==> src/gb_ppu_pkg.sv <==
package gb_ppu_pkg;

  //////////////////////////////////////////////////////////////////////
  // Frame timing, one clock per dot
  //////////////////////////////////////////////////////////////////////

  localparam logic [8:0] dots_per_line   = 9'd456;
  localparam logic [7:0] lines_per_frame = 8'd154;
  localparam logic [7:0] active_lines    = 8'd144;
  localparam logic [8:0] oam_dots        = 9'd80;
  localparam logic [8:0] transfer_dots   = 9'd172;
  localparam logic [7:0] screen_width    = 8'd160;

  // 20 visible tiles plus one for a fine scroll
  localparam logic [4:0] tiles_per_line  = 5'd21;

  //////////////////////////////////////////////////////////////////////
  // Bus decode and VRAM layout
  //////////////////////////////////////////////////////////////////////

  localparam logic [15:0] reg_base  = 16'hFF40;
  localparam logic [15:0] vram_base = 16'h8000;
  localparam logic [15:0] vram_top  = 16'hA000;

  // Offsets inside VRAM
  localparam logic [15:0] map_low          = 16'h1800;
  localparam logic [15:0] map_high         = 16'h1C00;
  localparam logic [15:0] tile_signed_base = 16'h1000;

  // Palette after reset, shades 3 3 3 0
  localparam logic [7:0] bgp_reset = 8'hFC;

  // STAT mode field encoding
  typedef enum logic [1:0] {
    hblank     = 2'd0,
    vblank     = 2'd1,
    oam_search = 2'd2,
    transfer   = 2'd3
  } ppu_mode_e;

  // Low byte of the register address
  typedef enum logic [7:0] {
    reg_lcdc = 8'h40,
    reg_stat = 8'h41,
    reg_scy  = 8'h42,
    reg_scx  = 8'h43,
    reg_ly   = 8'h44,
    reg_lyc  = 8'h45,
    reg_bgp  = 8'h47
  } reg_addr_e;

  typedef enum logic [2:0] {
    idle,
    map_addr,
    map_data,
    row_data,
    hand_off
  } fetch_state_e;

  // CPU visible control registers
  typedef struct packed {
    logic [7:0] lcdc;
    logic [7:0] scy;
    logic [7:0] scx;
    logic [7:0] lyc;
    logic [7:0] bgp;
    logic [3:0] stat_enable;  // STAT bits 6:3, LYC OAM VBL HBL
  } ppu_ctrl_t;

  // Beam position and current mode
  typedef struct packed {
    logic [7:0] ly;
    logic [8:0] dot;
    ppu_mode_e  mode;
  } raster_t;

  // One tile row, two bit planes
  typedef struct packed {
    logic [7:0] low;
    logic [7:0] high;
    logic       first;
  } tile_row_t;

endpackage

==> src/pixel_shifter.sv <==
`timescale 1ns/1ns

module pixel_shifter (
  input  logic                  clock,
  input  logic                  reset,
  input  gb_ppu_pkg::ppu_ctrl_t ctrl,
  input  gb_ppu_pkg::raster_t   raster,
  input  gb_ppu_pkg::tile_row_t row,
  input  logic                  row_valid,
  output logic                  busy,
  output logic [1:0]            pixel_data,
  output logic                  pixel_latch,
  output logic [7:0]            pixel_x
);

  logic [7:0] shift_lo;
  logic [7:0] shift_hi;
  logic [3:0] count;     // pixels left in the row
  logic [7:0] x_count;
  logic [2:0] fine;
  logic [1:0] color;
  logic       in_line;

  // Fine scroll only trims the first tile of a line
  assign fine    = row.first ? ctrl.scx[2:0] : 3'd0;
  assign color   = {shift_hi[7], shift_lo[7]};
  assign in_line = (x_count < gb_ppu_pkg::screen_width);

  // Low two pixels early, so the next row lands right after the last pixel
  assign busy = (count > 4'd2);

  always_ff @(posedge clock) begin
    if (reset) begin
      count       <= 4'd0;
      x_count     <= gb_ppu_pkg::screen_width;
      pixel_latch <= 1'b0;
    end else begin
      pixel_latch <= (count != 4'd0) && in_line;
      if (count != 4'd0) begin
        count <= count - 4'd1;
        if (in_line) begin
          x_count <= x_count + 8'd1;
        end
      end
      if (row_valid) begin
        count <= 4'd8 - {1'b0, fine};
        if (row.first) begin
          x_count <= 8'd0;
        end
      end
      // Flush anything left at the start of a line
      if (raster.mode == gb_ppu_pkg::oam_search) begin
        count <= 4'd0;
      end
    end
  end

  // MSB first, dropped pixels shifted out on load
  always_ff @(posedge clock) begin
    if (row_valid) begin
      shift_lo <= row.low << fine;
      shift_hi <= row.high << fine;
    end else begin
      shift_lo <= shift_lo << 1;
      shift_hi <= shift_hi << 1;
    end
    pixel_data <= ctrl.bgp[{color, 1'b0} +: 2];
    pixel_x    <= x_count;
  end

endmodule

==> config.mk <==
export PLATFORM = sky130hd
export DESIGN_NAME = pixel_shifter
export DESIGN_NICKNAME = d
export VERILOG_FILES = /design/src/gb_ppu_pkg.sv /design/src/pixel_shifter.sv
export SDC_FILE = /design/constraint.sdc
export NUM_CORES = 1
export LEC_CHECK = 0
export ABC_AREA = 1
export BUFFER_PORTS_ARGS = -buffer_cell sky130_fd_sc_hd__buf_2
export CORE_MARGIN = 5
export CORE_UTILIZATION = 35
export DETAILED_ROUTE_END_ITERATION = 8
export PLACE_DENSITY_LB_ADDON = 0.15
export SYNTH_ARGS = -nofsm -noshare
export SYNTH_HDL_FRONTEND = slang
export SYNTH_SLANG_ARGS = --single-unit
==> constraint.sdc <==
create_clock -name clock -period 1.5 [get_ports clock]
set_input_delay 0.225 -clock clock [delete_from_list [all_inputs] [get_ports clock]]
set_output_delay 0.225 -clock clock [all_outputs]
set_load 0.02 [all_outputs]
Word level (Yosys, flattened, before mapping)
Index checks and enable logic that the tools add are counted. Widths: inputs -> output; s select.

$add $sub $neg: 3. Magnitude comparators: 2. Equal/unequal tests: 1. Shifts and indexed selects: 3. Muxes and demuxes: 9. Reduce and logical (&&, ||, !) cells: 4.

Operators with widths (number): $mux 8 (6); $shl 8x3->8 (2); $add 8x1->8 const B (1); $lt 8x8->1 const B (1); $mux 4 (2); $shiftx 8x4->2 (1); $gt 4x2->1 const B (1); $reduce_bool 4->1 (1); $sub 4x1->4 const B (1); $sub 4x3->4 const A (1); $mux 3 (1); $eq 2x2->1 const B (1); $reduce_bool 2->1 (1); $reduce_or 2->1 (1); $logic_and 1x1->1 (1).

Flip-flop bits (word level): 39. Input port bits: 83. Logic and storage cells: 31.

Logic depth before layout (Yosys ltp)
Depth in word-level cells: 5. Mapped depth: 9. Gate-level depth less buffers: 9.

Worst setup path before layout
No wires, ideal clock.

Path kind: register to register. From: register count[0]. To: register x_count[1]. Arrival time: 1183 ps. Data required time: 1384 ps. Setup slack: 201 ps. Cell stages (with the launch flop): 9. Path buffers: 0. Period minus slack after synthesis: 1299 ps. Cell sequence: dfxtp_1 inv_1 ha_1 nand2_1 nor2_1 nor2_2 inv_1 nor2_1 nor2_1.

Word-level cells in the longest chain between the ends: 4.

RTL lines: start: declaration (line pixel_shifter.sv:18) `logic [3:0] count;`; start signal: assignment (line pixel_shifter.sv:40) `count <= count - 4'd1;`; start signal: assignment (line pixel_shifter.sv:46) `count <= 4'd8 - {1'b0, fine};`; $reduce_bool 4->1 (*) (line pixel_shifter.sv:39) `if (count != 4'd0) begin`; $mux 8 (*) (line pixel_shifter.sv:39); $mux 8 (line pixel_shifter.sv:47) `if (row.first) begin`; $mux 8 (*) (line pixel_shifter.sv:45) `if (row_valid) begin`; end signal: assignment (line pixel_shifter.sv:35) `x_count <= gb_ppu_pkg::screen_width;`; end signal: assignment (line pixel_shifter.sv:42) `x_count <= x_count + 8'd1;`; end: declaration (line pixel_shifter.sv:19) `logic [7:0] x_count;`.

Mark *: on every way between the ends. The rest lies on a longest branch, timed or not. A chain may end at the register's enable or synchronous reset.

Worst setup path in the final report
From: register count[0]. To: output busy.

Word-level cells in the longest chain between the ends: 1.

RTL lines: $gt 4x2->1 (line pixel_shifter.sv:30) `assign busy = (count > 4'd2);`; end: declaration (line pixel_shifter.sv:10) `output logic busy,`.

Every way passes these cells.

==> results by group <==
Floorplanning
  – I/O pin cnt: 95
  – Rows: 26
  – DIE AREA: 6980 µm²
  – Width of the chip: ~84 µm
  – Die height: around 84 µm
  – Starting Density: around 37%
  – Core area: 5170 µm²

Clock tree
  – CTS clk-pin slew, worst paths: about 0.080 ns
  – Clock sinks: 39
  – Clock Latency Late Sink: 0.28 ns
  – Clock Path Buffers: 2
  – Num CTS Buffers: 5
  – Post-CTS setup buffer count: 0
  – # hold bufs at CTS: 0
  – CTS root buf: clkbuf_8
  – CTS tree: done
  – CTS H-Tree Depth: 2

Cells and area
  – Area taken by multi-input logic gates: approximately 940 µm²
  – NumNets Final: roughly 420
  – Design area: between 2000 and 2500 µm²
  – Commonest non-fill, non-tap cell in the layout: nand2_1
  – Share of cells above drive strength 1: a little over a fifth
  – Sequential cell area: 782 µm²
  – Antenna Cells: 0
  – Fin cells: around 400
  – Fillers: approximately 530
  – Area Growth Syn to Fin: 23.7%
  – Commonest non-fill, non-tap cells in the layout: nand2_1 (71), buf_2 (43), dfxtp_1 (38)

Setup path
  – Critical R2R Launch: count[1]
  – CP endpoint kind: primary output
  – Worst Path Buf+Inv: 3
  – FF-to-FF End: x_count[5]
  – Setup CP Type: reg2out
  – CP max stage delay: around 0.35 ns
  – Delay-heaviest family, CP: flip-flops
  – Crit path max fanout: 3
  – Critical-path top delay cell: dfxtp_2
  – WP data required: about 1.3 ns
  – Arr. time, crit path: around 1.2 ns
  – Cells along the critical path: inv_2 -> buf_4 -> ha_2 -> o21ai_2 -> buf_6
  – Path depth of the worst reg2reg path: 9
  – CP Launch Type: flop
  – Reg-to-reg slack, setup: ~0.15 ns
  – Worst path depth: 5

Timing
  – Final period util: between 90% and 100%
  – Tmin final: between 1 and 1.5 ns
  – Final worst slack: 0.0504 ns
  – Unrepaired setup endpoints after global routing: yes
  – Final Hold Viols: 0
  – Max_slew headroom: between 70% and 80%
  – F_max: ~0.69 GHz
  – Worst-margin pin slew: 0.393 ns
  – Fin Hold WS: 0.151 ns
  – # setup viols final: 0
  – Final Max Slew Viols: 0
  – Clk_skew: 0.00440 ns

Detailed routing
  – Routed len/inst: 10.6 µm
  – Via density: around 4.7
  – 1st-pass router iterations: 4
  – DRC violations left: 0
  – Vias: roughly 1,900
  – Initial DRC Count: 35
  – Routed Antenna Nets: 0
  – Routed Wire Length: around 4.2 mm

Synth
  – Post-synth cell types: 22
  – Largest family of logic cells by synthesized area: simple AND/OR/NAND/NOR gates
  – Post-synthesis adder-cell area fraction: about 2.6%
  – Syn nets: between 300 and 400
  – Compound-gate portion of the synthesized area: 18.1%
  – Sequential area share after synthesis: around two fifths
  – Post-Synth XOR/XNOR Area: 0%
  – Synth Register Bits: 39
  – Yosys top cell by area: dfxtp_1
  – Synth top area cells: dfxtp_1 (41%), nand2_1 (14%), o21ai_0 (8.2%), nand3_1 (7.4%), inv_1 (6.5%)
  – Mux cell area share after synthesis: 0%
  – Mean Syn Cell Area: between 6 and 7 µm²
  – Syn. warnings: 0
  – Post-Syn Area: roughly 1900 µm²
  – Post-synthesis simple-gate area fraction: 28.5%
  – Share of the synthesized area in the top cell type: slightly above 40%
  – Number of cells produced by synthesis: between 200 and 300

Placed design
  – Post-DP Area: 2240 µm²
  – Dpl ws: 0.0830 ns
  – Placed Instances: 392
  – Estimated wirelength of the detail-placed design: roughly 3.4 mm
  – Final GP Congestion: between 0.7 and 0.8
  – I/O Buffers: 44

Power and ir drop
  – Clock network power share: approximately 28%
  – Combinational share of power: 22.4%
  – Switching share of total power: approximately 30%
  – Leakage: roughly 1.1 nW
  – PD cells: ~1000 nW/µm²
  – IR drop worst, VDD: 0.374 mV
  – Switch Pwr: 710 µW
  – Internal Power: roughly 1.7 mW
  – Reg power frac: 49.6%

GRT
  – Initial antenna violation count: 0
  – Number of global-route vias before repair: between 1,500 and 2,000
  – Pin count of the biggest net entering global routing: 15
  – First-pass GRT wire length: roughly 7.6 mm
  – Grt ovf: 0
  – Total GRT Usage: 12.9%

Hold path
  – Hold Path Origin: reset
  – Worst Hold End: pixel_latch
  – Hold Crit Depth: 2
  – Worst min-delay path category: in2reg

Outcome
  – Status: completed

Job
  – Maxcap violations: 0
## cell families after synthesis
logic type               Yosys count
AO/OA/AOI/OAI                     60
adder cells (fa/ha/maj)            4
buffers and inverters             42
flip-flops                        39
AND/OR/NAND/NOR                  129
## sequential cells by signal (all words and copies together) (netlist names)
signal / count
count: 4
x_count: 8
shift_lo: 8
pixel_data: 2
pixel_x: 8
pixel_latch: 1
shift_hi: 8
## layout make-up
cell class / count / area share, %
clock buffer: 5 / 2.94
clock inverter: 2 / 0.588
inverter: 34 / 5.45
multi-input combinational: 193 / 40.2
sequential: 39 / 33.4
tap: 70 / 3.74
timing repair buffer: 56 / 13.7
## per-layer routing
metal | share of wire (%) | GRT usage [%] | routed length, µm
met1 | 51 | 16.9 | 2160
met4 | 1.3 | 4.39 | 54
met5 | 0 | 0 | 0
met3 | 5.2 | 3.95 | 221
met2 | 43 | 20.0 | 1810
## power by group through the flow
stage	clock network, mW	logic, mW	registers [mW]
after floorplan	0	0.303	1.23
after global placement	0	0.510	1.20
after detailed placement	0	0.513	1.20
after CTS	0.700	0.521	1.18
after global routing	0.739	0.616	1.19
final	0.668	0.533	1.18
## worst max path at each step
stage	to	slack, ns	start
after floorplan	x_count[1]	0.20	count[0]
after global placement	shift_hi[6]	0.07	row[0]
after detailed placement	shift_hi[6]	0.08	row[0]
after CTS	busy	0.01	count[0]
after global routing	busy	-0.01	count[0]
final	busy	0.05	count[0]
## Yosys cell counts
cell	n
buf_2	3
nand3_1	28
buf_6	2
nor2_1	21
o22ai_1	2
nand3b_1	2
ha_1	4
buf_4	1
nand4_1	2
dfxtp_1	39
nor2_2	1
nor3_1	4
nand2_1	71
o21ai_0	31
clkbuf_1	1
o211ai_1	14
o21bai_1	1
clkinv_1	1
a22oi_1	1
inv_1	33
buf_1	1
a21oi_1	11
## through the flow
| step | total power [mW] | util (%) | setup TNS, ns |
|---|---|---|---|
| after floorplan | 1.53 | - | 0 |
| after global placement | 1.71 | 43.3 | 0 |
| after detailed placement | 1.72 | 43.3 | 0 |
| after CTS | 2.40 | 45.0 | 0 |
| after global routing | 2.55 | 45.3 | -0.0143 |
| final | 2.38 | 45.3 | 0 |
## timing repair
item | in CTS | in global routing
setup endpoints to repair | 1 | 3
resized for setup | 5 | 4
pin swaps | 1 | 0
Power figures use the tool's default switching activity.
