### config.mk
export PLATFORM = sky130hd
export DESIGN_NAME = lcd_timing
export DESIGN_NICKNAME = d
export VERILOG_FILES = /design/src/gb_ppu_pkg.sv /design/src/lcd_timing.sv
export SDC_FILE = /design/constraint.sdc
export NUM_CORES = 1
export LEC_CHECK = 0
export BUFFER_PORTS_ARGS = -buffer_cell sky130_fd_sc_hd__clkbuf_2
export CAP_MARGIN = 10
export CORE_MARGIN = 4
export CORE_UTILIZATION = 43
export CTS_CLUSTER_SIZE = 16
export DETAILED_ROUTE_END_ITERATION = 7
export PLACE_DENSITY = 0.8
export RECOVER_POWER = 25
export SYNTH_ARGS = -nofsm -noshare
export SYNTH_HDL_FRONTEND = slang
export SYNTH_SLANG_ARGS = --single-unit
### constraint.sdc
create_clock -name clock -period 2.7 [get_ports clock]
set_input_delay 0.54 -clock clock [delete_from_list [all_inputs] [get_ports clock]]
set_output_delay 0.54 -clock clock [all_outputs]
set_load 0.05 [all_outputs]
### src/gb_ppu_pkg.sv
package gb_ppu_pkg;

  //////////////////////////////////////////////////////////////////////
  // Frame timing, one clock per dot
  //////////////////////////////////////////////////////////////////////

  localparam logic [8:0] dots_per_line   = 9'd456;
  localparam logic [7:0] lines_per_frame = 8'd154;
  localparam logic [7:0] active_lines    = 8'd144;
  localparam logic [8:0] oam_dots        = 9'd80;
  localparam logic [8:0] transfer_dots   = 9'd172;
  localparam logic [7:0] screen_width    = 8'd160;

  // 20 visible tiles plus one for a fine scroll
  localparam logic [4:0] tiles_per_line  = 5'd21;

  //////////////////////////////////////////////////////////////////////
  // Bus decode and VRAM layout
  //////////////////////////////////////////////////////////////////////

  localparam logic [15:0] reg_base  = 16'hFF40;
  localparam logic [15:0] vram_base = 16'h8000;
  localparam logic [15:0] vram_top  = 16'hA000;

  // Offsets inside VRAM
  localparam logic [15:0] map_low          = 16'h1800;
  localparam logic [15:0] map_high         = 16'h1C00;
  localparam logic [15:0] tile_signed_base = 16'h1000;

  // Palette after reset, shades 3 3 3 0
  localparam logic [7:0] bgp_reset = 8'hFC;

  // STAT mode field encoding
  typedef enum logic [1:0] {
    hblank     = 2'd0,
    vblank     = 2'd1,
    oam_search = 2'd2,
    transfer   = 2'd3
  } ppu_mode_e;

  // Low byte of the register address
  typedef enum logic [7:0] {
    reg_lcdc = 8'h40,
    reg_stat = 8'h41,
    reg_scy  = 8'h42,
    reg_scx  = 8'h43,
    reg_ly   = 8'h44,
    reg_lyc  = 8'h45,
    reg_bgp  = 8'h47
  } reg_addr_e;

  typedef enum logic [2:0] {
    idle,
    map_addr,
    map_data,
    row_data,
    hand_off
  } fetch_state_e;

  // CPU visible control registers
  typedef struct packed {
    logic [7:0] lcdc;
    logic [7:0] scy;
    logic [7:0] scx;
    logic [7:0] lyc;
    logic [7:0] bgp;
    logic [3:0] stat_enable;  // STAT bits 6:3, LYC OAM VBL HBL
  } ppu_ctrl_t;

  // Beam position and current mode
  typedef struct packed {
    logic [7:0] ly;
    logic [8:0] dot;
    ppu_mode_e  mode;
  } raster_t;

  // One tile row, two bit planes
  typedef struct packed {
    logic [7:0] low;
    logic [7:0] high;
    logic       first;
  } tile_row_t;

endpackage

### src/lcd_timing.sv
`timescale 1ns/1ns

module lcd_timing (
  input  logic                  clock,
  input  logic                  reset,
  input  gb_ppu_pkg::ppu_ctrl_t ctrl,
  output gb_ppu_pkg::raster_t   raster,
  output logic                  hsync,
  output logic                  vsync,
  output logic                  vblank_req,
  input  logic                  vblank_ack,
  output logic                  lcd_req,
  input  logic                  lcd_ack
);

  logic [8:0]            dot;
  logic [7:0]            ly;
  gb_ppu_pkg::ppu_mode_e mode;
  gb_ppu_pkg::ppu_mode_e mode_next;
  logic                  lcd_on;
  logic                  mode_entry;
  logic                  stat_hit;
  logic                  lyc_hit;

  assign lcd_on = ctrl.lcdc[7];

  //////////////////////////////////////////////////////////////////////
  // Dot and line counters
  //////////////////////////////////////////////////////////////////////

  always_ff @(posedge clock) begin
    if (reset || !lcd_on) begin
      dot <= 9'd0;
      ly  <= 8'd0;
    end else if (dot == gb_ppu_pkg::dots_per_line - 9'd1) begin
      dot <= 9'd0;
      ly  <= (ly == gb_ppu_pkg::lines_per_frame - 8'd1) ? 8'd0 : ly + 8'd1;
    end else begin
      dot <= dot + 9'd1;
    end
  end

  // Mode from the counters, registered below so it lags by one dot
  always_comb begin
    if (!lcd_on) begin
      mode_next = gb_ppu_pkg::hblank;
    end else if (ly >= gb_ppu_pkg::active_lines) begin
      mode_next = gb_ppu_pkg::vblank;
    end else if (dot < gb_ppu_pkg::oam_dots) begin
      mode_next = gb_ppu_pkg::oam_search;
    end else if (dot < gb_ppu_pkg::oam_dots + gb_ppu_pkg::transfer_dots) begin
      mode_next = gb_ppu_pkg::transfer;
    end else begin
      mode_next = gb_ppu_pkg::hblank;
    end
  end

  //////////////////////////////////////////////////////////////////////
  // Interrupt requests
  //////////////////////////////////////////////////////////////////////

  assign mode_entry = lcd_on && (mode_next != mode);

  // Transfer has no STAT source
  assign stat_hit = mode_entry &&
                    (((mode_next == gb_ppu_pkg::hblank)     && ctrl.stat_enable[0]) ||
                     ((mode_next == gb_ppu_pkg::vblank)     && ctrl.stat_enable[1]) ||
                     ((mode_next == gb_ppu_pkg::oam_search) && ctrl.stat_enable[2]));

  // Coincidence fires once at the start of the matching line
  assign lyc_hit = lcd_on && (dot == 9'd0) && (ly == ctrl.lyc) && ctrl.stat_enable[3];

  always_ff @(posedge clock) begin
    if (reset) begin
      mode       <= gb_ppu_pkg::hblank;
      vblank_req <= 1'b0;
      lcd_req    <= 1'b0;
    end else begin
      mode <= mode_next;
      // A new request wins over an ack in the same cycle
      if (vblank_ack) begin
        vblank_req <= 1'b0;
      end
      if (mode_entry && (mode_next == gb_ppu_pkg::vblank)) begin
        vblank_req <= 1'b1;
      end
      if (lcd_ack) begin
        lcd_req <= 1'b0;
      end
      if (stat_hit || lyc_hit) begin
        lcd_req <= 1'b1;
      end
    end
  end

  // Sync from the counters
  assign hsync = dot > (gb_ppu_pkg::oam_dots + gb_ppu_pkg::transfer_dots +
                        gb_ppu_pkg::screen_width);
  assign vsync = ly > gb_ppu_pkg::active_lines;

  assign raster = '{ly: ly, dot: dot, mode: mode};

  a_raster_range: assert property (@(posedge clock) disable iff (reset)
    (dot < gb_ppu_pkg::dots_per_line) && (ly < gb_ppu_pkg::lines_per_frame));

endmodule

After elaboration in Yosys (flattened, before gate mapping)
Index checks and enable logic that the tools add are counted.
{ "word_totals": {"inputBits": 48, "regBits": 21} }
{ "op_classes": {"n_eq_ne": 6, "order_cmp": 5, "addsub": 2, "reduce_logical": 19, "mux": 9} }
{ "ops": {"columns": ["op", "n"], "rows": [
  ["$add A9 B1 Y9 const B", 1],
  ["$eq A9 B9 Y1 const B", 1],
  ["$gt A9 B9 Y1 const B", 1],
  ["$logic_and A1 B1 Y1", 9],
  ["$logic_not A9 Y1", 1],
  ["$lt A9 B7 Y1 const B", 1],
  ["$lt A9 B8 Y1 const B", 1],
  ["$add A8 B1 Y8 const B", 1],
  ["$eq A8 B8 Y1", 1],
  ["$eq A8 B8 Y1 const B", 1],
  ["$ge A8 B8 Y1 const B", 1],
  ["$gt A8 B8 Y1 const B", 1],
  ["$mux W2", 4],
  ["$mux W8", 1],
  ["$logic_or A1 B1 Y1", 4],
  ["$mux W1", 4],
  ["$reduce_bool A2 Y1", 2],
  ["$eq A2 B1 Y1 const B", 1],
  ["$eq A2 B2 Y1 const B", 1],
  ["$logic_not A2 Y1", 1],
  ["$ne A2 B2 Y1", 1],
  ["$reduce_or A2 Y1", 1],
  ["$logic_not A1 Y1", 1]
]} }

Depth between registers and ports, before layout
Gate-level depths: netlist (run 1).
{ "logic_depth": {"ltp_word": 12, "ltp_mapped": 7, "depth_no_buf": 6} }

Worst setup path after synthesis (run 1)
No wires, ideal clock.
{ "synth_path": {"path_kind": "flip-flop to output port", "startpoint": "register ly[0]", "endpoint": "output vsync", "path_slack_ns": 0.166, "stages_incl_launch_ff": 4, "arrival_time_ns": 1.994, "required_time_ns": 2.160, "n_path_buf": 0, "path_cell_list": "dfxtp_1 -> inv_1 -> ha_1 -> a31oi_1"} }
{ "synth_via": {"elab_chain_len": 1} }
{ "synth_rtl": {"columns": ["item", "line", "source"], "rows": [
  ["start: declaration", "lcd_timing.sv:17", "logic [7:0] ly;"],
  ["start signal: assignment", "lcd_timing.sv:37", "ly <= (ly == gb_ppu_pkg::lines_per_frame - 8'd1) ? 8'd0 : ly + 8'd1;"],
  ["$gt A8 B8 Y1", "lcd_timing.sv:99", "assign vsync = ly > gb_ppu_pkg::active_lines;"],
  ["end: declaration", "lcd_timing.sv:9", "output logic vsync,"]
]} }
Every way passes these cells.

Final worst setup path (run 1)
{ "layout_path": {"startpoint": "register ly[4]", "endpoint": "output vsync"} }
Same word-level chain as after synthesis.

==> run_results.csv, run 1 <==
group,metric,value,unit
outcome,status,"finished clean",
clock_network,max-clock-path-buffers,2,
finish,diodes,0,
timing,min_period,2.23,ns
clock_network,cts_setup_buffers,0,
clock_network,clk_latency,0.30,ns
floorplan,fp.coreArea,2540,um^2
timing,setup_viol,0,
critical_path,setup.worst_path.class,"reg2out",
synth,ys_seq_elements,21,
critical_path,r2r_end,"ly[7]",
placement,port_buffers,39,
clock_network,hold_buffers,0,
clock_network,clk_pin_slew,0.11,ns
detailed_routing,drtPass1Iterations,4,
synth,synth_top_family_by_area,"simple AND/OR/NAND/NOR gates",
floorplan,rows,18,
timing,tightest_slew,0.682,ns
finish,drive_above_1_share,21.5,%
synth,yosys_warnings,0,
synth,yosysUniqueCellTypes,36,
grt,grt_max_degree,12,
placement,place_hpwl,2.14,mm
floorplan,dieHeight,60.4,um
synth,synth_area,1180,um^2
clock_network,cts_max_level,1,
detailed_routing,ant_nets,0,
placement,globalplace.congestion,0.856,
timing,fmax,449,MHz
detailed_routing,drc,0,
timing,fin_tns_setup,0,ns
placement,dp_cells,203,
synth,synth_compound_area_share,9.97,%
timing,slew_violations,0,
finish,layoutNonFillerInstCount,207,
critical_path,crit_required,2.16,ns
detailed_routing,vias,1111,
critical_path,worst_ep_arrival_time,1.69,ns
hold_path,holdPathStages,2,
critical_path,r2r_setup_slack,0.64,ns
critical_path,critPathLaunchType,"flip-flop",
synth,syn_inst,140,
detailed_routing,routed_wl,2.72,mm
timing,skew,0.00294,ns
timing,max_slew_margin,54.2,%
grt,grt_overflow,0,
clock_network,clock-sinks,21,
synth,synth_xor_area_share,15.6,%
floorplan,start_util,46.4,%
clock_network,cts_buffers,3,
floorplan,io_pins,71,
power_and_ir_drop,vdd_drop_max,0.270,mV
clock_network,cts_tree,"yes",
detailed_routing,vias_per_cell,5.37,
timing,rsz0062_at_grt,"false",
critical_path,crit_path_end_kind,"primary output",
finish,area_growth,18.3,%
synth,syn-num-nets,193,
floorplan,fp.dieW,60.4,um
grt,track_usage,16.1,%
run,max_cap_violations,0,
clock_network,clockRootBuffer,"clkbuf_4",
synth,post_synth.cell_area_avg,8.43,um^2
synth,synthSimpleGateAreaFrac,28.1,%
power_and_ir_drop,p_leak,0.592,nW
critical_path,cp_max_fo,7,
synth,yosysSeqAreaShare,35.6,%
floorplan,die_area,3650,um^2
power_and_ir_drop,power_density,373,nW/um^2
timing,layout_setup_ws,0.474,ns
placement,pre_cts_ws,0.661,ns
timing,fin_crit_sh,82.5,%
hold_path,hold_path_end,"mode[1]",
clock_network,ctsResizeCount,0,
detailed_routing,drtIter0Drc,31,
detailed_routing,wire_per_inst,13.1,um
synth,synth_adder_area_share,5.30,%
grt,antenna_found_initial,0,
grt,grt_pass1_wl,4.48,mm
critical_path,reg2reg_from,"dot[0]",
timing,final_hold_viol_count,0,
hold_path,min_from,"reset",
hold_path,min_path_type,"in2reg",
grt,grt_pass1_vias,1056,
synth,synthMuxAreaShare,0.848,%
finish,nets,231,
critical_path,reg2reg_depth,6,
## layout make-up
| cell class | count | area, um^2 |
|---|---|---|
| inverters | 6 | 22.5 |
| well taps | 30 | 37.5 |
| repair buffers | 39 | 184 |
| clock buffers | 4 | 26.3 |
| multi-input cells | 107 | 706 |
| fillers | 268 | 1150 |
| flip-flops and latches | 21 | 420 |
## kinds of logic (layout without fill, tap and decap cells)
kind of cell,after synthesis,in the layout
xor gates and xnor gates,21,21
buffers and inverters,12,49
muxes,1,1
adders and majority gates,5,5
and+or+nand+nor,62,62
DFF,21,21
AOI/OAI and AO/OA,18,18
## flip-flops by register name, indices dropped and copies added (netlist names)
name / flops
dot: 9
lcd_req: 1
vblank_req: 1
ly: 8
mode: 2
## metrics by stage
step	total power [mW]	utilization [%]	instance area, um^2	hold WS, ns
floorplan	0.355	-	1180	0.612
global placement	0.376	54.3	1380	0.441
detailed placement	0.377	54.3	1380	0.455
CTS	0.528	55.3	1410	0.437
global route	0.547	54.9	1400	0.436
finish	0.521	54.9	1400	0.450
## worst max-delay path by stage
stage	from	endpoint	slack (ns)	cells past startpoint
floorplan	ly[0]	vsync	0.17	3
global placement	dot[0]	ly[4]	0.74	6
detailed placement	dot[0]	ly[7]	0.66	6
CTS	ly[4]	vsync	0.49	3
global route	ly[4]	vsync	0.34	3
finish	ly[4]	vsync	0.47	3
## placed cells by master (no fill, tap or decap), types with 2 or more instances in the layout
master    count
nand2b_1      2
o31ai_1       2
clkbuf_1     10
a21oi_1       3
inv_1         6
nor3_1        3
nor2b_1       3
ha_1          5
clkbuf_2     30
clkbuf_4      3
nand2_1       9
nand3_1      10
o21ai_0       5
or3_1         2
and2_1        2
xor2_1       15
and3_1        2
nor2_1       20
nand4_1       3
dfxtp_1      21
xnor2_1       6
## worst max-delay path: stages, from the launching register on
cell	delay, ns
dfxtp_1	0.39
o31ai_1	0.63
a31oi_1	0.08
clkbuf_2	0.27
## layer usage
metal / part of all wire, % / vias up / track usage [%]
met1: 43 / 523 / 18.9
met2: 48 / 36 / 28.5
met4: 1.3 / 0 / 5.70
met5: 0 / - / 0
met3: 7.3 / 5 / 3.62
li1: - / 547 / -
## synth_stat cells
cell | n | area (um^2)
a21oi_1 | 3 | 15.0
a21oi_2 | 1 | 8.76
a31oi_1 | 1 | 6.26
a32oi_1 | 1 | 8.76
a41oi_1 | 1 | 8.76
and2_1 | 2 | 12.5
and3_1 | 2 | 12.5
buf_6 | 1 | 11.3
clkbuf_1 | 4 | 15.0
clkbuf_2 | 1 | 5.00
dfxtp_1 | 21 | 420
ha_1 | 5 | 62.6
inv_1 | 6 | 22.5
mux2i_1 | 1 | 10.0
nand2_1 | 9 | 33.8
nand2b_1 | 2 | 12.5
nand3_1 | 10 | 50.1
nand4_1 | 3 | 18.8
nand4_4 | 1 | 21.3
nor2_1 | 20 | 75.1
nor2b_1 | 3 | 18.8
nor3_1 | 3 | 15.0
nor3_4 | 1 | 16.3
nor4_1 | 1 | 6.26
nor4b_1 | 1 | 8.76
o211a_1 | 1 | 10.0
o21ai_0 | 5 | 25.0
o21ai_1 | 1 | 5.00
o22ai_1 | 1 | 6.26
o31ai_1 | 2 | 15.0
o41ai_1 | 1 | 8.76
or2_2 | 1 | 6.26
or3_1 | 2 | 12.5
or3_4 | 1 | 11.3
xnor2_1 | 6 | 52.6
xor2_1 | 15 | 131
## power by group
group          switching [mW]  internal [mW]  total [mW]
registers             0.00319          0.313       0.316
logic                  0.0318         0.0207      0.0525
clock network          0.0948         0.0576       0.152
(Power assumes the default switching activity.)
==> run 2, diff against run 1 <==
Settings changed: CORE_UTILIZATION 43 to 38, PLACE_DENSITY 0.8 to 0.75.
Clock period 2.7 ns to 2 ns, I/O delays scaled along.
==> run 2 against run 1 <==
Against the previous run:
- sequential power is 35% higher
- sequential share of layout area is 1.3 points lower
- cell area increased by 8.4%
- critical path depth increased by 1
- worst setup slack lost 0.38 ns
- non-clock buffer count increased by 4
- core utilization decreased by 1.8 points
- global-route usage shrank 1.9 points
- sequential cell count did not move
- critical path type unchanged
- highest routed layer unchanged
==> run_results.csv, run 2 (synthesized netlist as in run 1, its figures left out) <==
group,metric,value,unit
power_and_ir_drop,clkPwrFrac,28.6,%
grt,grt_overflow,0,
critical_path,r2r_end,"ly[7]",
clock_network,cts_max_level,1,
hold_path,min_from,"reset",
detailed_routing,vias,1107,
finish,area_growth,28.3,%
hold_path,min_path_type,"in2reg",
power_and_ir_drop,combPwrFrac,10.8,%
finish,layout_commonest_cell,"clkbuf_2",
power_and_ir_drop,total_power,704,uW
critical_path,crit_required,1.60,ns
timing,final_hold_viol_count,0,
timing,skew,0.0105,ns
finish,layout_common_cells,"clkbuf_2 (37), nor2_1 (20), xor2_1 (15)",
finish,fillers,280,
critical_path,critPathLaunchType,"flip-flop",
floorplan,io_pins,71,
power_and_ir_drop,switching_share,24.6,%
floorplan,dieHeight,63.7,um
finish,stdcell_area,1510,um^2
detailed_routing,drtIter0Drc,50,
timing,max_slew_margin,58.3,%
clock_network,clockRootBuffer,"clkbuf_4",
grt,grt_max_degree,12,
power_and_ir_drop,p_sw,173,uW
finish,reg.largest.list,"dot (9), ly (8), mode (2)",
critical_path,reg2reg_depth,5,
critical_path,cp_max_fo,6,
floorplan,fp.dieW,63.7,um
hold_path,hold_path_end,"mode[1]",
power_and_ir_drop,power_density,465,nW/um^2
finish,largest_reg_flops,9,
detailed_routing,routed_wl,2.87,mm
outcome,status,"finished clean",
placement,place_hpwl,2.34,mm
clock_network,max-clock-path-buffers,2,
power_and_ir_drop,vdd_drop_max,0.266,mV
timing,setup_viol,0,
detailed_routing,drc,0,
floorplan,die_area,4060,um^2
placement,port_buffers,39,
timing,hold_ws,0.314,ns
clock_network,clk_pin_slew,0.12,ns
timing,min_period,1.91,ns
grt,track_usage,14.2,%
clock_network,cts_setup_buffers,0,
detailed_routing,vias_per_cell,5.22,
detailed_routing,drtPass1Iterations,4,
placement,place_area,1460,um^2
timing,fin_tns_setup,0,ns
placement,globalplace.congestion,0.817,
finish,largest-register,"dot",
finish,nets,235,
timing,layout_setup_ws,0.0929,ns
critical_path,r2r_setup_slack,0.19,ns
detailed_routing,ant_nets,0,
critical_path,worst_ep_arrival_time,1.51,ns
finish,layoutNonFillerInstCount,212,
power_and_ir_drop,seqPwrFrac,60.7,%
detailed_routing,wire_per_inst,13.5,um
clock_network,cts_buffers,3,
floorplan,rows,19,
timing,tightest_slew,0.617,ns
grt,grt_pass1_vias,1120,
floorplan,fp.coreArea,2850,um^2
clock_network,cts_tree,"yes",
finish,drive_above_1_share,37.0,%
power_and_ir_drop,intPower,531,uW
timing,fmax,524,MHz
critical_path,setup.worst_path.class,"reg2out",
clock_network,clock-sinks,21,
critical_path,reg2reg_from,"dot[5]",
finish,diodes,0,
timing,fin_crit_sh,95.4,%
timing,slew_violations,0,
finish,fin_util,53.1,%
critical_path,crit_path_end_kind,"primary output",
clock_network,clk_latency,0.30,ns
floorplan,start_util,41.4,%
power_and_ir_drop,p_leak,0.646,nW
hold_path,holdPathStages,2,
grt,antenna_found_initial,0,
run,max_cap_violations,0,
grt,grt_pass1_wl,4.71,mm
placement,pre_cts_ws,0.214,ns
placement,dp_cells,208,
[run 2: changes by cell type in the layout (fill, tap and decap cells not counted), moves of 2 or more]
cell,before,now
dfxtp_1,21,9
clkbuf_1,10,1
clkbuf_2,30,37
clkbuf_4,3,5
buf_4,0,4
dfxtp_2,0,12
[run 2: layer usage]
| layer | track usage [%] | routed length, um |
|---|---|---|
| met3 | 3.37 | 157 |
| met2 | 26.1 | 1450 |
| met1 | 16.3 | 1250 |
| met5 | 0 | 0 |
| met4 | 4.04 | 12 |
[run 2: worst max-delay path: stages, from the launching register on]
cell and delay, ns:
dfxtp_1 0.56, o31ai_4 0.10, buf_4 0.17, a31oi_4 0.13, clkbuf_4 0.25
[run 2: layout make-up]
type | count | area [um^2] | share of cell area (%)
Clock buffer | 4 | 26.3 | 1.74
Inverter | 6 | 22.5 | 1.49
Multi-Input combinational cell | 107 | 761 | 50.2
Sequential cell | 21 | 435 | 28.8
Tap cell | 31 | 38.8 | 2.56
Timing Repair Buffer | 43 | 230 | 15.2
[run 2: timing repair]
action                                 4_1_cts  5_1_grt
gates resized for setup                      2        8
setup endpoints to repair                    1        2
endpoints found under the hold margin        0        0
hold buffers                                 0        0
[run 2: worst max path at each step]
| stage | from | to | slack (ns) |
|---|---|---|---|
| 6_report | ly[6] | vsync | 0.09 |
| 5_1_grt | ly[6] | vsync | -0.006 |
| 3_3_place_gp | dot[5] | ly[7] | 0.23 |
| 4_1_cts | dot[4] | hsync | 0.02 |
| 2_1_floorplan | dot[5] | ly[7] | 0.002 |
| 3_5_place_dp | dot[5] | ly[7] | 0.21 |
[run 2: power groups by stage]
stage / Sequential, mW / Combinational [mW] / Clock (mW)
2_1_floorplan: 0.450 / 0.0297 / 0
3_3_place_gp: 0.437 / 0.0744 / 0
3_5_place_dp: 0.437 / 0.0761 / 0
4_1_cts: 0.427 / 0.0763 / 0.208
5_1_grt: 0.428 / 0.0829 / 0.232
6_report: 0.427 / 0.0760 / 0.201
