`src/gb_ppu_pkg.sv`:
```
package gb_ppu_pkg;

  //////////////////////////////////////////////////////////////////////
  // Frame timing, one clock per dot
  //////////////////////////////////////////////////////////////////////

  localparam logic [8:0] dots_per_line   = 9'd456;
  localparam logic [7:0] lines_per_frame = 8'd154;
  localparam logic [7:0] active_lines    = 8'd144;
  localparam logic [8:0] oam_dots        = 9'd80;
  localparam logic [8:0] transfer_dots   = 9'd172;
  localparam logic [7:0] screen_width    = 8'd160;

  // 20 visible tiles plus one for a fine scroll
  localparam logic [4:0] tiles_per_line  = 5'd21;

  //////////////////////////////////////////////////////////////////////
  // Bus decode and VRAM layout
  //////////////////////////////////////////////////////////////////////

  localparam logic [15:0] reg_base  = 16'hFF40;
  localparam logic [15:0] vram_base = 16'h8000;
  localparam logic [15:0] vram_top  = 16'hA000;

  // Offsets inside VRAM
  localparam logic [15:0] map_low          = 16'h1800;
  localparam logic [15:0] map_high         = 16'h1C00;
  localparam logic [15:0] tile_signed_base = 16'h1000;

  // Palette after reset, shades 3 3 3 0
  localparam logic [7:0] bgp_reset = 8'hFC;

  // STAT mode field encoding
  typedef enum logic [1:0] {
    hblank     = 2'd0,
    vblank     = 2'd1,
    oam_search = 2'd2,
    transfer   = 2'd3
  } ppu_mode_e;

  // Low byte of the register address
  typedef enum logic [7:0] {
    reg_lcdc = 8'h40,
    reg_stat = 8'h41,
    reg_scy  = 8'h42,
    reg_scx  = 8'h43,
    reg_ly   = 8'h44,
    reg_lyc  = 8'h45,
    reg_bgp  = 8'h47
  } reg_addr_e;

  typedef enum logic [2:0] {
    idle,
    map_addr,
    map_data,
    row_data,
    hand_off
  } fetch_state_e;

  // CPU visible control registers
  typedef struct packed {
    logic [7:0] lcdc;
    logic [7:0] scy;
    logic [7:0] scx;
    logic [7:0] lyc;
    logic [7:0] bgp;
    logic [3:0] stat_enable;  // STAT bits 6:3, LYC OAM VBL HBL
  } ppu_ctrl_t;

  // Beam position and current mode
  typedef struct packed {
    logic [7:0] ly;
    logic [8:0] dot;
    ppu_mode_e  mode;
  } raster_t;

  // One tile row, two bit planes
  typedef struct packed {
    logic [7:0] low;
    logic [7:0] high;
    logic       first;
  } tile_row_t;

endpackage

```
`src/bg_fetch.sv`:
```
`timescale 1ns/1ns

module bg_fetch (
  input  logic                  clock,
  input  logic                  reset,
  input  gb_ppu_pkg::ppu_ctrl_t ctrl,
  input  gb_ppu_pkg::raster_t   raster,
  output logic [12:0]           rd_addr_a,
  output logic [12:0]           rd_addr_b,
  input  logic [7:0]            rd_data_a,
  input  logic [7:0]            rd_data_b,
  output gb_ppu_pkg::tile_row_t row,
  output logic                  row_valid,
  input  logic                  busy
);

  gb_ppu_pkg::fetch_state_e state;
  gb_ppu_pkg::ppu_mode_e    mode_q;
  logic [4:0]               tile;
  logic [7:0]               line_y;
  logic [4:0]               map_col;
  logic [12:0]              map_base;
  logic [12:0]              map_ptr;
  logic [12:0]              row_addr;
  logic                     start;
  logic                     last_tile;
  logic                     hand_ok;

  //////////////////////////////////////////////////////////////////////
  // Address generation
  //////////////////////////////////////////////////////////////////////

  // Background line after vertical scroll, wraps at 256
  assign line_y = ctrl.scy + raster.ly;

  // Coarse scroll column wraps inside the 32 wide map
  assign map_col  = ctrl.scx[7:3] + tile;
  assign map_base = ctrl.lcdc[3] ? gb_ppu_pkg::map_high[12:0] : gb_ppu_pkg::map_low[12:0];
  assign map_ptr  = map_base + {3'b000, line_y[7:3], map_col};

  // Tile index arrives on port A in map_data
  always_comb begin
    if (ctrl.lcdc[4]) begin
      row_addr = {1'b0, rd_data_a, line_y[2:0], 1'b0};
    end else begin
      // Signed index around the middle of tile data
      row_addr = gb_ppu_pkg::tile_signed_base[12:0] +
                 {rd_data_a[7], rd_data_a, line_y[2:0], 1'b0};
    end
  end

  assign rd_addr_a = (state == gb_ppu_pkg::map_addr) ? map_ptr : row_addr;
  // High plane sits one byte above the low plane
  assign rd_addr_b = row_addr + 13'd1;

  //////////////////////////////////////////////////////////////////////
  // Fetch FSM
  //////////////////////////////////////////////////////////////////////

  assign start     = (raster.mode == gb_ppu_pkg::transfer) && (mode_q != gb_ppu_pkg::transfer);
  assign last_tile = (tile == gb_ppu_pkg::tiles_per_line - 5'd1);

  // Row goes out once the shifter can take it
  assign hand_ok = ((state == gb_ppu_pkg::row_data) || (state == gb_ppu_pkg::hand_off)) &&
                   !busy;

  always_ff @(posedge clock) begin
    if (reset) begin
      state     <= gb_ppu_pkg::idle;
      mode_q    <= gb_ppu_pkg::hblank;
      tile      <= 5'd0;
      row_valid <= 1'b0;
    end else begin
      mode_q    <= raster.mode;
      row_valid <= 1'b0;
      case (state)
        gb_ppu_pkg::idle: begin
          if (start) begin
            tile  <= 5'd0;
            state <= gb_ppu_pkg::map_addr;
          end
        end
        gb_ppu_pkg::map_addr: state <= gb_ppu_pkg::map_data;
        gb_ppu_pkg::map_data: state <= gb_ppu_pkg::row_data;
        // Stall here until busy drops
        gb_ppu_pkg::row_data: state <= gb_ppu_pkg::hand_off;
        gb_ppu_pkg::hand_off: ;
        default: state <= gb_ppu_pkg::idle;
      endcase
      if (hand_ok) begin
        row_valid <= 1'b1;
        tile      <= tile + 5'd1;
        state     <= last_tile ? gb_ppu_pkg::idle : gb_ppu_pkg::map_addr;
      end
    end
  end

  // Capture both planes, background off sends blank rows
  always_ff @(posedge clock) begin
    if (state == gb_ppu_pkg::row_data) begin
      row.low   <= ctrl.lcdc[0] ? rd_data_a : 8'h00;
      row.high  <= ctrl.lcdc[0] ? rd_data_b : 8'h00;
      row.first <= (tile == 5'd0);
    end
  end

  // Back pressure seen across the fetcher and shifter pair
  a_valid_not_busy: assert property (@(posedge clock) disable iff (reset)
    row_valid |-> !busy);

endmodule

```
`config.mk`:
```
export PLATFORM = sky130hd
export DESIGN_NAME = bg_fetch
export DESIGN_NICKNAME = d
export VERILOG_FILES = /design/src/gb_ppu_pkg.sv /design/src/bg_fetch.sv
export SDC_FILE = /design/constraint.sdc
export NUM_CORES = 1
export LEC_CHECK = 0
export BUFFER_PORTS_ARGS = -buffer_cell sky130_fd_sc_hd__buf_2
export CORE_ASPECT_RATIO = 1.5
export CORE_MARGIN = 1
export CORE_UTILIZATION = 45
export CTS_CLUSTER_SIZE = 20
export DETAILED_ROUTE_END_ITERATION = 12
export PLACE_DENSITY_LB_ADDON = 0.1
export SETUP_SLACK_MARGIN = 0.05
export SLEW_MARGIN = 20
export SYNTH_ARGS = -nofsm -noshare
export SYNTH_HDL_FRONTEND = slang
export SYNTH_SLANG_ARGS = --single-unit
```
`constraint.sdc`:
```
create_clock -name clock -period 3.3 [get_ports clock]
set_input_delay 0.33 -clock clock [delete_from_list [all_inputs] [get_ports clock]]
set_output_delay 0.33 -clock clock [all_outputs]
set_load 0.05 [all_outputs]
```
# Yosys cells after proc, flatten, opt, wreduce, memory -nomap -nowiden
# Cells that the tools add are included.
# word_totals
regBits	28
latch_bits	0
ramBits	0
rom_bits	0
in_bits	82
output_inout_bits	44
elab_cells	43
mem_count	0
# classes
add_sub_neg	6
multipliers	0
div	0
n_lt_le_gt_ge	0
n_eq_ne	9
shift	0
mux	11
bitwise_logic	0
reduce_logical	10
# ops
operator	n
two-way mux 13 bit	2
two-way mux 5 bit	3
case mux 3 bit (5 select lines)	1
adder 12 x 11 -> 13 bit	1
adder 13 x 1 -> 13 bit (second input constant)	1
adder 13 bit (first input constant)	1
two-way mux 11 bit	1
adder 8 bit	1
equality test 3 x 2 -> 1 bit (second input constant)	2
two-way mux 3 bit	2
adder 5 x 1 -> 5 bit (second input constant)	1
adder 5 bit	1
equality test 5 bit (second input constant)	1
zero test 5 bit	1
!= test 2 bit (second input constant)	2
AND reduction 2 bit	2
nonzero test 2 bit	2
equality test 3 x 1 -> 1 bit (second input constant)	1
equality test 3 bit (second input constant)	1
zero test 3 bit	1
!= test 3 bit (second input constant)	1
equality test 2 bit (second input constant)	1
logical AND 1 bit	2
two-way mux 1 bit	2
other kinds (2)	2

# Longest topological paths before layout
# Gate-level depths: netlist of the first run.
# logic_depth
word_depth	5
depth_mapped	7

# Worst setup path before layout of the first run
# Ideal clock, no wire load.
# synth_timing
kind	input-to-output
startpoint	input port ctrl[28] (netlist name)
endpoint	output port rd_addr_a[3]
arrival_time_ps	2695
required_time_ps	2970
setup_slack_ps	275
stages	5
n_path_buf	0
path_cell_list	ha_1 > fa_1 > xor2_1 > nor2_1 > a21oi_1
# synth_between
elab_chain_len	4
# synth_lines
item	line_no	text
from (decl)	bg_fetch.sv:6	input gb_ppu_pkg::ppu_ctrl_t ctrl,
adder 8 bit *	bg_fetch.sv:34	assign line_y = ctrl.scy + raster.ly;
adder 13 bit	bg_fetch.sv:47	row_addr = gb_ppu_pkg::tile_signed_base[12:0] +
two-way mux 13 bit *	bg_fetch.sv:43	if (ctrl.lcdc[4]) begin
two-way mux 13 bit *	bg_fetch.sv:52	assign rd_addr_a = (state == gb_ppu_pkg::map_addr) ? map_ptr : row_addr;
to (decl)	bg_fetch.sv:8	output logic [12:0] rd_addr_a,
# Every way passes the cells marked *; elsewhere a longest branch is shown, timed or not.

# Worst setup path in the final report of the first run
# layout_timing
startpoint	register tile[0]
endpoint	output port rd_addr_a[4]
# layout_between
elab_chain_len	3
# layout_lines
item	line_no	text
from (decl)	bg_fetch.sv:19	logic [4:0] tile;
from (signal assigned)	bg_fetch.sv:92	tile <= tile + 5'd1;
adder 5 bit	bg_fetch.sv:37	assign map_col = ctrl.scx[7:3] + tile;
adder 12 x 11 -> 13 bit	bg_fetch.sv:39	assign map_ptr = map_base + {3'b000, line_y[7:3], map_col};
two-way mux 13 bit	bg_fetch.sv:52	
# No other way between the ends.

==> results of run 1 <==
area by class of cell:
cell class | count | area (sq um)
fillers | 385 | 1653
flip-flops and latches | 28 | 730.7
inverters | 8 | 30.03
clock inverters | 1 | 30.03
well taps | 45 | 56.30
multi-input cells | 144 | 1017
clock buffers | 3 | 41.29
repair buffers | 87 | 435.4
worst max-delay path, cell delays in order, from the launching register on:
cell	delay [ps]
dfxtp_1	430
ha_1	200
inv_1	60
fa_1	390
nor2b_1	120
o21ai_0	110
a211o_1	310
nand3_1	80
buf_2	270
registers in the layout, summed over array words and instances (netlist names):
name / count
row: 17
row_valid: 1
state: 3
tile: 5
mode_q: 2
metrics by stage:
stage	hold slack, ps	setup WS (ps)
floorplan	401.6	275.3
global placement	513.6	943.8
detailed placement	524.9	937.7
CTS	288.2	718.7
global route	303.6	571.5
finish	293.3	732.3
logic make-up after synthesis:
group | share of synthesized area (%)
AND/OR/NAND/NOR | 23.72
AO/OA/AOI/OAI | 15.38
flip-flops | 38.70
buffers and inverters | 7.422
adder cells (fa/ha/maj) | 10.74
XOR/XNOR | 2.783
multiplexers | 1.060
other | 0.1986
path summary, 6_finish.rpt:
path / from / to / slack [ps] / depth (start not counted)
worst min-delay path: raster[1] / mode_q[1]$_SDFF_PP0_ / 290 / 2
worst max register to register: state[1]$_SDFFE_PP0P_ / row[1]$_SDFFCE_PN0N_ / 1750 / 2
worst max-delay path: tile[0]$_SDFFE_PP0P_ / rd_addr_a[4] / 730 / 8
worst min register to register: tile[0]$_SDFFE_PP0P_ / tile[0]$_SDFFE_PP0P_ / 530 / 2
cells in the final DEF (no fill, tap or decap), types with 3 or more instances in the layout:
cell type / Yosys / layout
nor3b_2: 3 / 3
nand2_1: 18 / 18
clkbuf_8: 0 / 3
a21o_1: 3 / 3
a211oi_1: 5 / 5
ha_1: 13 / 13
xor2_1: 5 / 5
a21oi_1: 5 / 5
nor3_1: 6 / 6
nor2b_1: 4 / 4
edfxtp_1: 17 / 17
and2_1: 18 / 18
nor3b_1: 4 / 4
inv_1: 8 / 8
nor2_1: 5 / 5
o21bai_1: 3 / 3
dfxtp_1: 11 / 11
o21ai_0: 16 / 16
nand3_1: 7 / 7
buf_2: 1 / 87
per-layer routing:
| metal | part of all wire [%] | GRT usage, % | routed length, microns | vias up |
|---|---|---|---|---|
| met1 | 43 | 21.72 | 1728 | 757 |
| met5 | 0 | 0 | 0 | - |
| met2 | 51 | 33.98 | 2077 | 57 |
| li1 | - | - | - | 837 |
| met4 | 0.22 | 3.077 | 9 | 0 |
| met3 | 6.0 | 2.996 | 243 | 2 |
report_power, final:
part,switching (mW),internal (mW),total [mW]
logic,0.265,0.106,0.372
clock network,0.106,0.162,0.268
registers,0.0101,0.383,0.393
total,0.381,0.651,1.03
==> impl_metrics.toml, run 1 <==
[run_status]
outcome = "finished clean"

[floorplanning]
coreArea_sq_um = 3994
die_x_microns = 54.89
num_rows = 28
initial_utilization_pct = 47.27
die_area_sq_um = 4464
ios = 126
die_h_microns = 81.33

[critical_path]
start_kind = "flop"
cp-end-kind = "output port"
worst-setup-path-type = "reg -> out"
cp.required_ps = 2970
path_max_fanout = 5
arrival_ps = 2240

[clock_tree]
numCtsBuffers = 3
htree_levels = 1
cts_resized = 0
cts_tree = "built"
clk_pin_slew_ps = 100
post-cts-setup-buffer-count = 0
clock_latency_ps = 270
cts_root_buffer = "clkbuf_8"
clockBufferDepth = 2
postCtsHoldBufs = 0
cts_sinks = 28

[sta]
tightest_slew_ps = 675.4
min_period_ps = 2568
finalHoldViolCount = 0
fmax_ghz = 0.3894
fin_crit_sh_pct = 77.81
rsz0062_at_grt = "no"
finalMaxSlewViolations = 0
setup-tns-final_ps = 0
timing.slew.headroom_pct = 54.78
clock_skew_ps = 5.952
setup_viol = 0

[synth]
ys_async_sr_fraction_pct = 0
yosys-top-cells-count = "and2_1, nand2_1, edfxtp_1, o21ai_0, ha_1"
ys_warn_count = 0
ys_ff_latch = 28
synth_flop_cell = "edfxtp_1"
synth.top_cell.area_share_pct = 27.04
synthesis.nets = 292
ys_seq_area_share_pct = 38.70
syn-cell-area_sq_um = 1888
synth_area_per_cell_sq_um = 9.682
yosysUniqueCellTypes = 44
synthCells = 195
synth_area_leaders = "edfxtp_1, dfxtp_1, ha_1, and2_1, o21ai_0"
synth_edf_count = 17
yosys.area.top_type = "edfxtp_1"

[grt]
grt_max_degree = 23
overflow = 0
grt_pass1_vias = 1420
grt_pass1_wl_mm = 6.196
grt_use_total_pct = 18.50
antenna_found_initial = 0

[power_and_ir_drop]
total_power_mw = 1.033
p_per_area_nw_per_um2 = 441.2
ir_drop_v = 0.0003026
p_leak_nw = 1.065

[placed_design]
dp_hpwl_mm = 3.191
gp_congestion = 0.7762
placed_area_sq_um = 2270
io_buffers = 87
dp_cells = 312

[cells_and_area]
drive_gt1_share_pct = 36.53
fin_cells = 316
utilization_pct = 58.62
area_growth_pct = 23.99
num-nets-final = 369
postLayoutCellArea_sq_um = 2341
antennaDiodeCount = 0

[detailed_routing]
drc = 0
via_per_inst = 5.231
ant_nets = 0
drt-initial-drc-count = 33
wl_per_cell_microns = 12.84
firstDrtPassIters = 4
vias = 1653
drt-total-wl_mm = 4.058

[min_path]
hold_path.class = "in -> reg"

[job]
cap_violations = 0
Power figures use the tool's default switching activity.
==> run 2: changes to the inputs <==
Settings changed: ABC_AREA from default to 1, CORE_UTILIZATION 45 to 38.
Clock period 3.3 ns to 2.1 ns, I/O delays scaled along.
==> impl_metrics.toml, run 2 <==
[floorplanning]
coreArea_sq_um = 4617
die_area_sq_um = 5192
die_h_microns = 87.76
initial_utilization_pct = 40.35
die_x_microns = 59.17
ios = 126
num_rows = 30

[power_and_ir_drop]
ir_drop_v = 0.0003012
p_per_area_nw_per_um2 = 667.7
p_int_uw = 961.1
power.share.switching_pct = 40.57
total_power_mw = 1.617
pwr-share-seq_pct = 38.1
p_clk_share_pct = 20.1
p_leak_nw = 1.335
power.switching_uw = 656.1
p_comb_share_pct = 41.8

[synth]
yosys-top-cells-count = "nand2_1, inv_1, nand3_1, edfxtp_1, nor2_1"
synth_area_per_cell_sq_um = 7.795
synth_flop_cell = "edfxtp_1"
yosysMostFrequentCell = "nand2_1"
yosysUniqueCellTypes = 31
ys_seq_area_share_pct = 39.22
synthMuxAreaShare_pct = 0
synth_top_family_by_area = "simple AND/OR/NAND/NOR gates"
ys_warn_count = 0
synth_xor_area_share_pct = 3.761
ys_async_sr_fraction_pct = 0
synth_edf_count = 17
syn-cell-area_sq_um = 1863
synth-compound-area-share_pct = 7.320
synth.top_cell.area_share_pct = 27.40
synthAdderAreaFrac_pct = 10.88
synthCells = 239
synthesis.nets = 336
ys_ff_latch = 28
synth_area_leaders = "edfxtp_1, nand2_1, dfxtp_1, inv_1, ha_1"
yosys.area.top_type = "edfxtp_1"
yosys.area_share.simple_pct = 24.38

[sta]
rsz0062_at_grt = "yes"
finalMaxSlewViolations = 0
timing.slew.headroom_pct = 59.76
tightest_slew_ps = 603.0
finalHoldViolCount = 0
clock_skew_ps = 9.632
fmax_ghz = 0.4934
fin_crit_sh_pct = 96.50
setup_viol = 0
setup-tns-final_ps = 0
min_period_ps = 2027

[clock_tree]
cts_sinks = 28
clock_latency_ps = 270
htree_levels = 1
postCtsHoldBufs = 0
clk_pin_slew_ps = 100
cts_tree = "built"
cts_root_buffer = "clkbuf_8"
numCtsBuffers = 3
clockBufferDepth = 2

[detailed_routing]
vias = 1670
ant_nets = 0
drc = 0
wl_per_cell_microns = 9.590
drt-total-wl_mm = 3.692
drt-initial-drc-count = 42
via_per_inst = 4.338
firstDrtPassIters = 4

[cells_and_area]
nFillCells = 480
seq_area_sq_um = 733.2
antennaDiodeCount = 0
reg_top3 = "row (17), tile (5), state (3)"
largest_reg_flops = 17
area_growth_pct = 30.02
postLayoutCellArea_sq_um = 2422
layout_commonest_cell = "buf_2"
utilization_pct = 52.47
layout_common_cells = "buf_2, nand2_1, inv_1, nand3_1, edfxtp_1"
num-nets-final = 419
fin_cells = 385
drive_gt1_share_pct = 34.89
regMostFlops = "row"
multi_input_area_sq_um = 902.1

[grt]
grt_max_degree = 18
antenna_found_initial = 0
grt_use_total_pct = 14.75
grt_pass1_vias = 1424
overflow = 0
grt_pass1_wl_mm = 5.975

[run_status]
outcome = "finished clean"

[min_path]
whs_path_depth = 3
hold_path.class = "in -> reg"

[critical_path]
worst-setup-path-type = "reg -> out"
worst-r2r-cell-count = 2
cp-end-kind = "output port"
arrival_ps = 1820
cp.required_ps = 1890
path_max_fanout = 2
start_kind = "flop"

[placed_design]
io_buffers = 87
dp_cells = 379
dp_hpwl_mm = 3.005
placed_area_sq_um = 2317
gp_congestion = 0.7565

[job]
cap_violations = 0
run 2: worst paths after layout:
kind / start / to / slack, ps
setup / recovery: tile[0]$_SDFFE_PP0P_ / rd_addr_a[4] / 70
hold / removal: raster[0] / mode_q[0]$_SDFF_PP0_ / 150
setup reg to reg: state[1]$_SDFFE_PP0P_ / row[5]$_SDFFCE_PN0N_ / 670
hold reg to reg: tile[2]$_SDFFE_PP0P_ / tile[2]$_SDFFE_PP0P_ / 540
run 2: layout make-up:
cell class,instances,area share (%)
multi-input cells,152,37.24
flip-flops and latches,28,30.27
repair buffers,91,19.68
inverters,46,7.231
well taps,64,3.306
clock buffers,4,2.273
run 2: per-layer routing:
metal	up-vias	track usage [%]	wire length [microns]
met4	0	4.545	39
met2	64	26.55	1707
met3	2	1.625	270
met1	696	18.09	1675
li1	908	-	-
met5	-	0	0
run 2: cell families (layout without fill, tap and decap cells):
family | Yosys count | count (layout)
flip-flops | 28 | 28
adder cells (fa/ha/maj) | 15 | 15
XOR/XNOR | 8 | 8
AO/OA/AOI/OAI | 23 | 23
AND/OR/NAND/NOR | 105 | 105
buffers and inverters | 59 | 141
other | 1 | 1
run 2: repair_timing:
item / CTS / global route
resized for setup: 6 / 8
setup buffers: 1 / 1
setup endpoints to repair: 2 / 2
cloned: 0 / 0
pin swaps: 0 / 6
run 2: critical path: stages, from the launching register on:
cell     delay, ps
dfxtp_2        370
ha_4           140
inv_2           40
fa_2           400
nor2_2         110
o21ai_2         80
nand2_1         60
nand2_1         50
nand3_1         90
nand2_1         70
buf_6          150
run 2: power groups by stage:
stage          Clock [mW]  Sequential, mW  Combinational [mW]
2_1_floorplan           0           0.663               0.491
3_3_place_gp            0           0.629               0.666
3_5_place_dp            0           0.629               0.667
4_1_cts             0.341           0.616               0.677
5_1_grt             0.354           0.618               0.734
6_report            0.325           0.616               0.676
run 2: through the flow:
step	setup WS, ps	hold WS, ps
after floorplan	-173.3	317.0
after global placement	106.0	428.6
after detailed placement	94.48	438.9
after CTS	63.92	135.1
after global routing	-20.40	138.2
final	73.44	146.6
==> run 3: changes to the inputs <==
==> constraint.sdc (replaced) <==
create_clock -name clock -period 2.1 [get_ports clock]
set_input_delay 0.105 -clock clock [delete_from_list [all_inputs] [get_ports clock]]
set_output_delay 0.105 -clock clock [all_outputs]
set_load 0.05 [all_outputs]
==> impl_metrics.toml, run 3 (same netlist as run 2, synthesis figures left out) <==
[sta]
finalMaxSlewViolations = 0
setup-tns-final_ps = 0
rsz0062_at_grt = "no"
finalHoldViolCount = 0
setup_viol = 0
layout_setup_ws_ps = 211.7
min_period_ps = 1888
holdWs_ps = 42.02
clock_skew_ps = 4.529
fmax_ghz = 0.5296
fin_crit_sh_pct = 89.92

[cells_and_area]
antennaDiodeCount = 0
layout_commonest_cell = "buf_2"
multi_input_area_sq_um = 883.3
regMostFlops = "row"
nFillCells = 475
largest_reg_flops = 17
num-nets-final = 418
layout_common_cells = "buf_2, nand2_1, inv_1, nand3_1, edfxtp_1"
drive_gt1_share_pct = 33.44
fin_cells = 384
area_growth_pct = 27.87
seq_area_sq_um = 734.5
reg_top3 = "row (17), tile (5), state (3)"

[run_status]
outcome = "finished clean"

[power_and_ir_drop]
pwr-share-seq_pct = 39.2
power.share.switching_pct = 41.27
p_clk_share_pct = 18.3
p_comb_share_pct = 42.5
power.switching_uw = 648.8
p_int_uw = 923.4
p_per_area_nw_per_um2 = 660.0
ir_drop_v = 0.0003819
p_leak_nw = 1.323

[detailed_routing]
firstDrtPassIters = 4
wl_per_cell_microns = 9.688
drt-total-wl_mm = 3.720
ant_nets = 0
via_per_inst = 4.404
drc = 0
vias = 1691
drt-initial-drc-count = 26

[grt]
grt_max_degree = 18
grt_pass1_wl_mm = 5.954
antenna_found_initial = 0
grt_use_total_pct = 14.70
overflow = 0
grt_pass1_vias = 1456

[critical_path]
path_max_fanout = 2
cp.required_ps = 2000
start_kind = "flop"
cp-end-kind = "output port"
worst-setup-path-type = "reg -> out"
arrival_ps = 1780

[floorplanning]
coreArea_sq_um = 4617
die_x_microns = 59.17
die_area_sq_um = 5192
num_rows = 30
ios = 126
die_h_microns = 87.76
initial_utilization_pct = 40.35

[clock_tree]
htree_levels = 1
clk_pin_slew_ps = 90
clockBufferDepth = 2
cts_sinks = 28
numCtsBuffers = 3
cts_root_buffer = "clkbuf_8"
clock_latency_ps = 270
cts_tree = "built"

[placed_design]
dp_slack_ps = 208.3
dp_cells = 379
io_buffers = 87
gp_congestion = 0.7744
dp_hpwl_mm = 3.020

[job]
cap_violations = 0

[min_path]
hold_path.class = "in -> reg"
[run 3: cell types whose count changed in the layout (fill, tap and decap cells not counted), sizes merged]
cell,previous run,this run
clkbuf,5,4
[run 3: metal layers]
metal	routed length, microns	share of wire, %	GRT usage [%]	vias up
li1	-	-	-	901
met1	1650	44	17.66	716
met2	1721	46	25.21	67
met3	261	7.0	2.511	7
met4	87	2.3	6.710	0
met5	0	0	0	-
[run 3: worst paths after layout]
check                           to  cells after the start  slack (ps)                   from
max                   rd_addr_a[4]                      9         210   tile[0]$_SDFFE_PP0P_
min           mode_q[0]$_SDFF_PP0_                      3          40              raster[0]
max reg2reg  row[15]$_SDFFCE_PN0N_                      3         900  state[1]$_SDFFE_PP0P_
min reg2reg   tile[1]$_SDFFE_PP0P_                      2         520   tile[1]$_SDFFE_PP0P_
[run 3: cell type report]
class,instances,area share [%]
Timing Repair Buffer,90,19.49
Sequential cell,28,30.83
Tap cell,64,3.361
Inverter,46,7.353
Clock buffer,4,1.891
Multi-Input combinational cell,152,37.08
[run 3: repair_timing]
action / CTS / global route
hold endpoints to repair: 0 / 0
gates resized for setup: 3 / 4
pin swaps: 0 / 1
buffers inserted: 1 / 0
endpoints found under the setup margin: 1 / 2
hold buffers: 0 / 0
[run 3: worst max-delay path, cell delays in order, from the launching register on]
cell and delay [ps]:
dfxtp_2 340, ha_1 160, inv_1 50, fa_2 350, nor2_1 100, o21ai_1 90
nand3b_1 90, nand3_1 80, nand2_1 90, buf_6 160
[run 3: power groups by stage]
stage	Clock, mW	Sequential, mW	Combinational [mW]
floorplan	0	0.663	0.490
global placement	0	0.629	0.667
detailed placement	0	0.629	0.668
CTS	0.299	0.616	0.677
global route	0.311	0.618	0.724
finish	0.288	0.616	0.668
[run 3: stage by stage]
| step | util, % | instance area (sq um) | power, mW |
|---|---|---|---|
| floorplan | - | 1877 | 1.153 |
| global placement | 50.19 | 2317 | 1.296 |
| detailed placement | 50.19 | 2317 | 1.297 |
| CTS | 51.49 | 2377 | 1.592 |
| global route | 51.60 | 2382 | 1.653 |
| finish | 51.60 | 2382 | 1.572 |
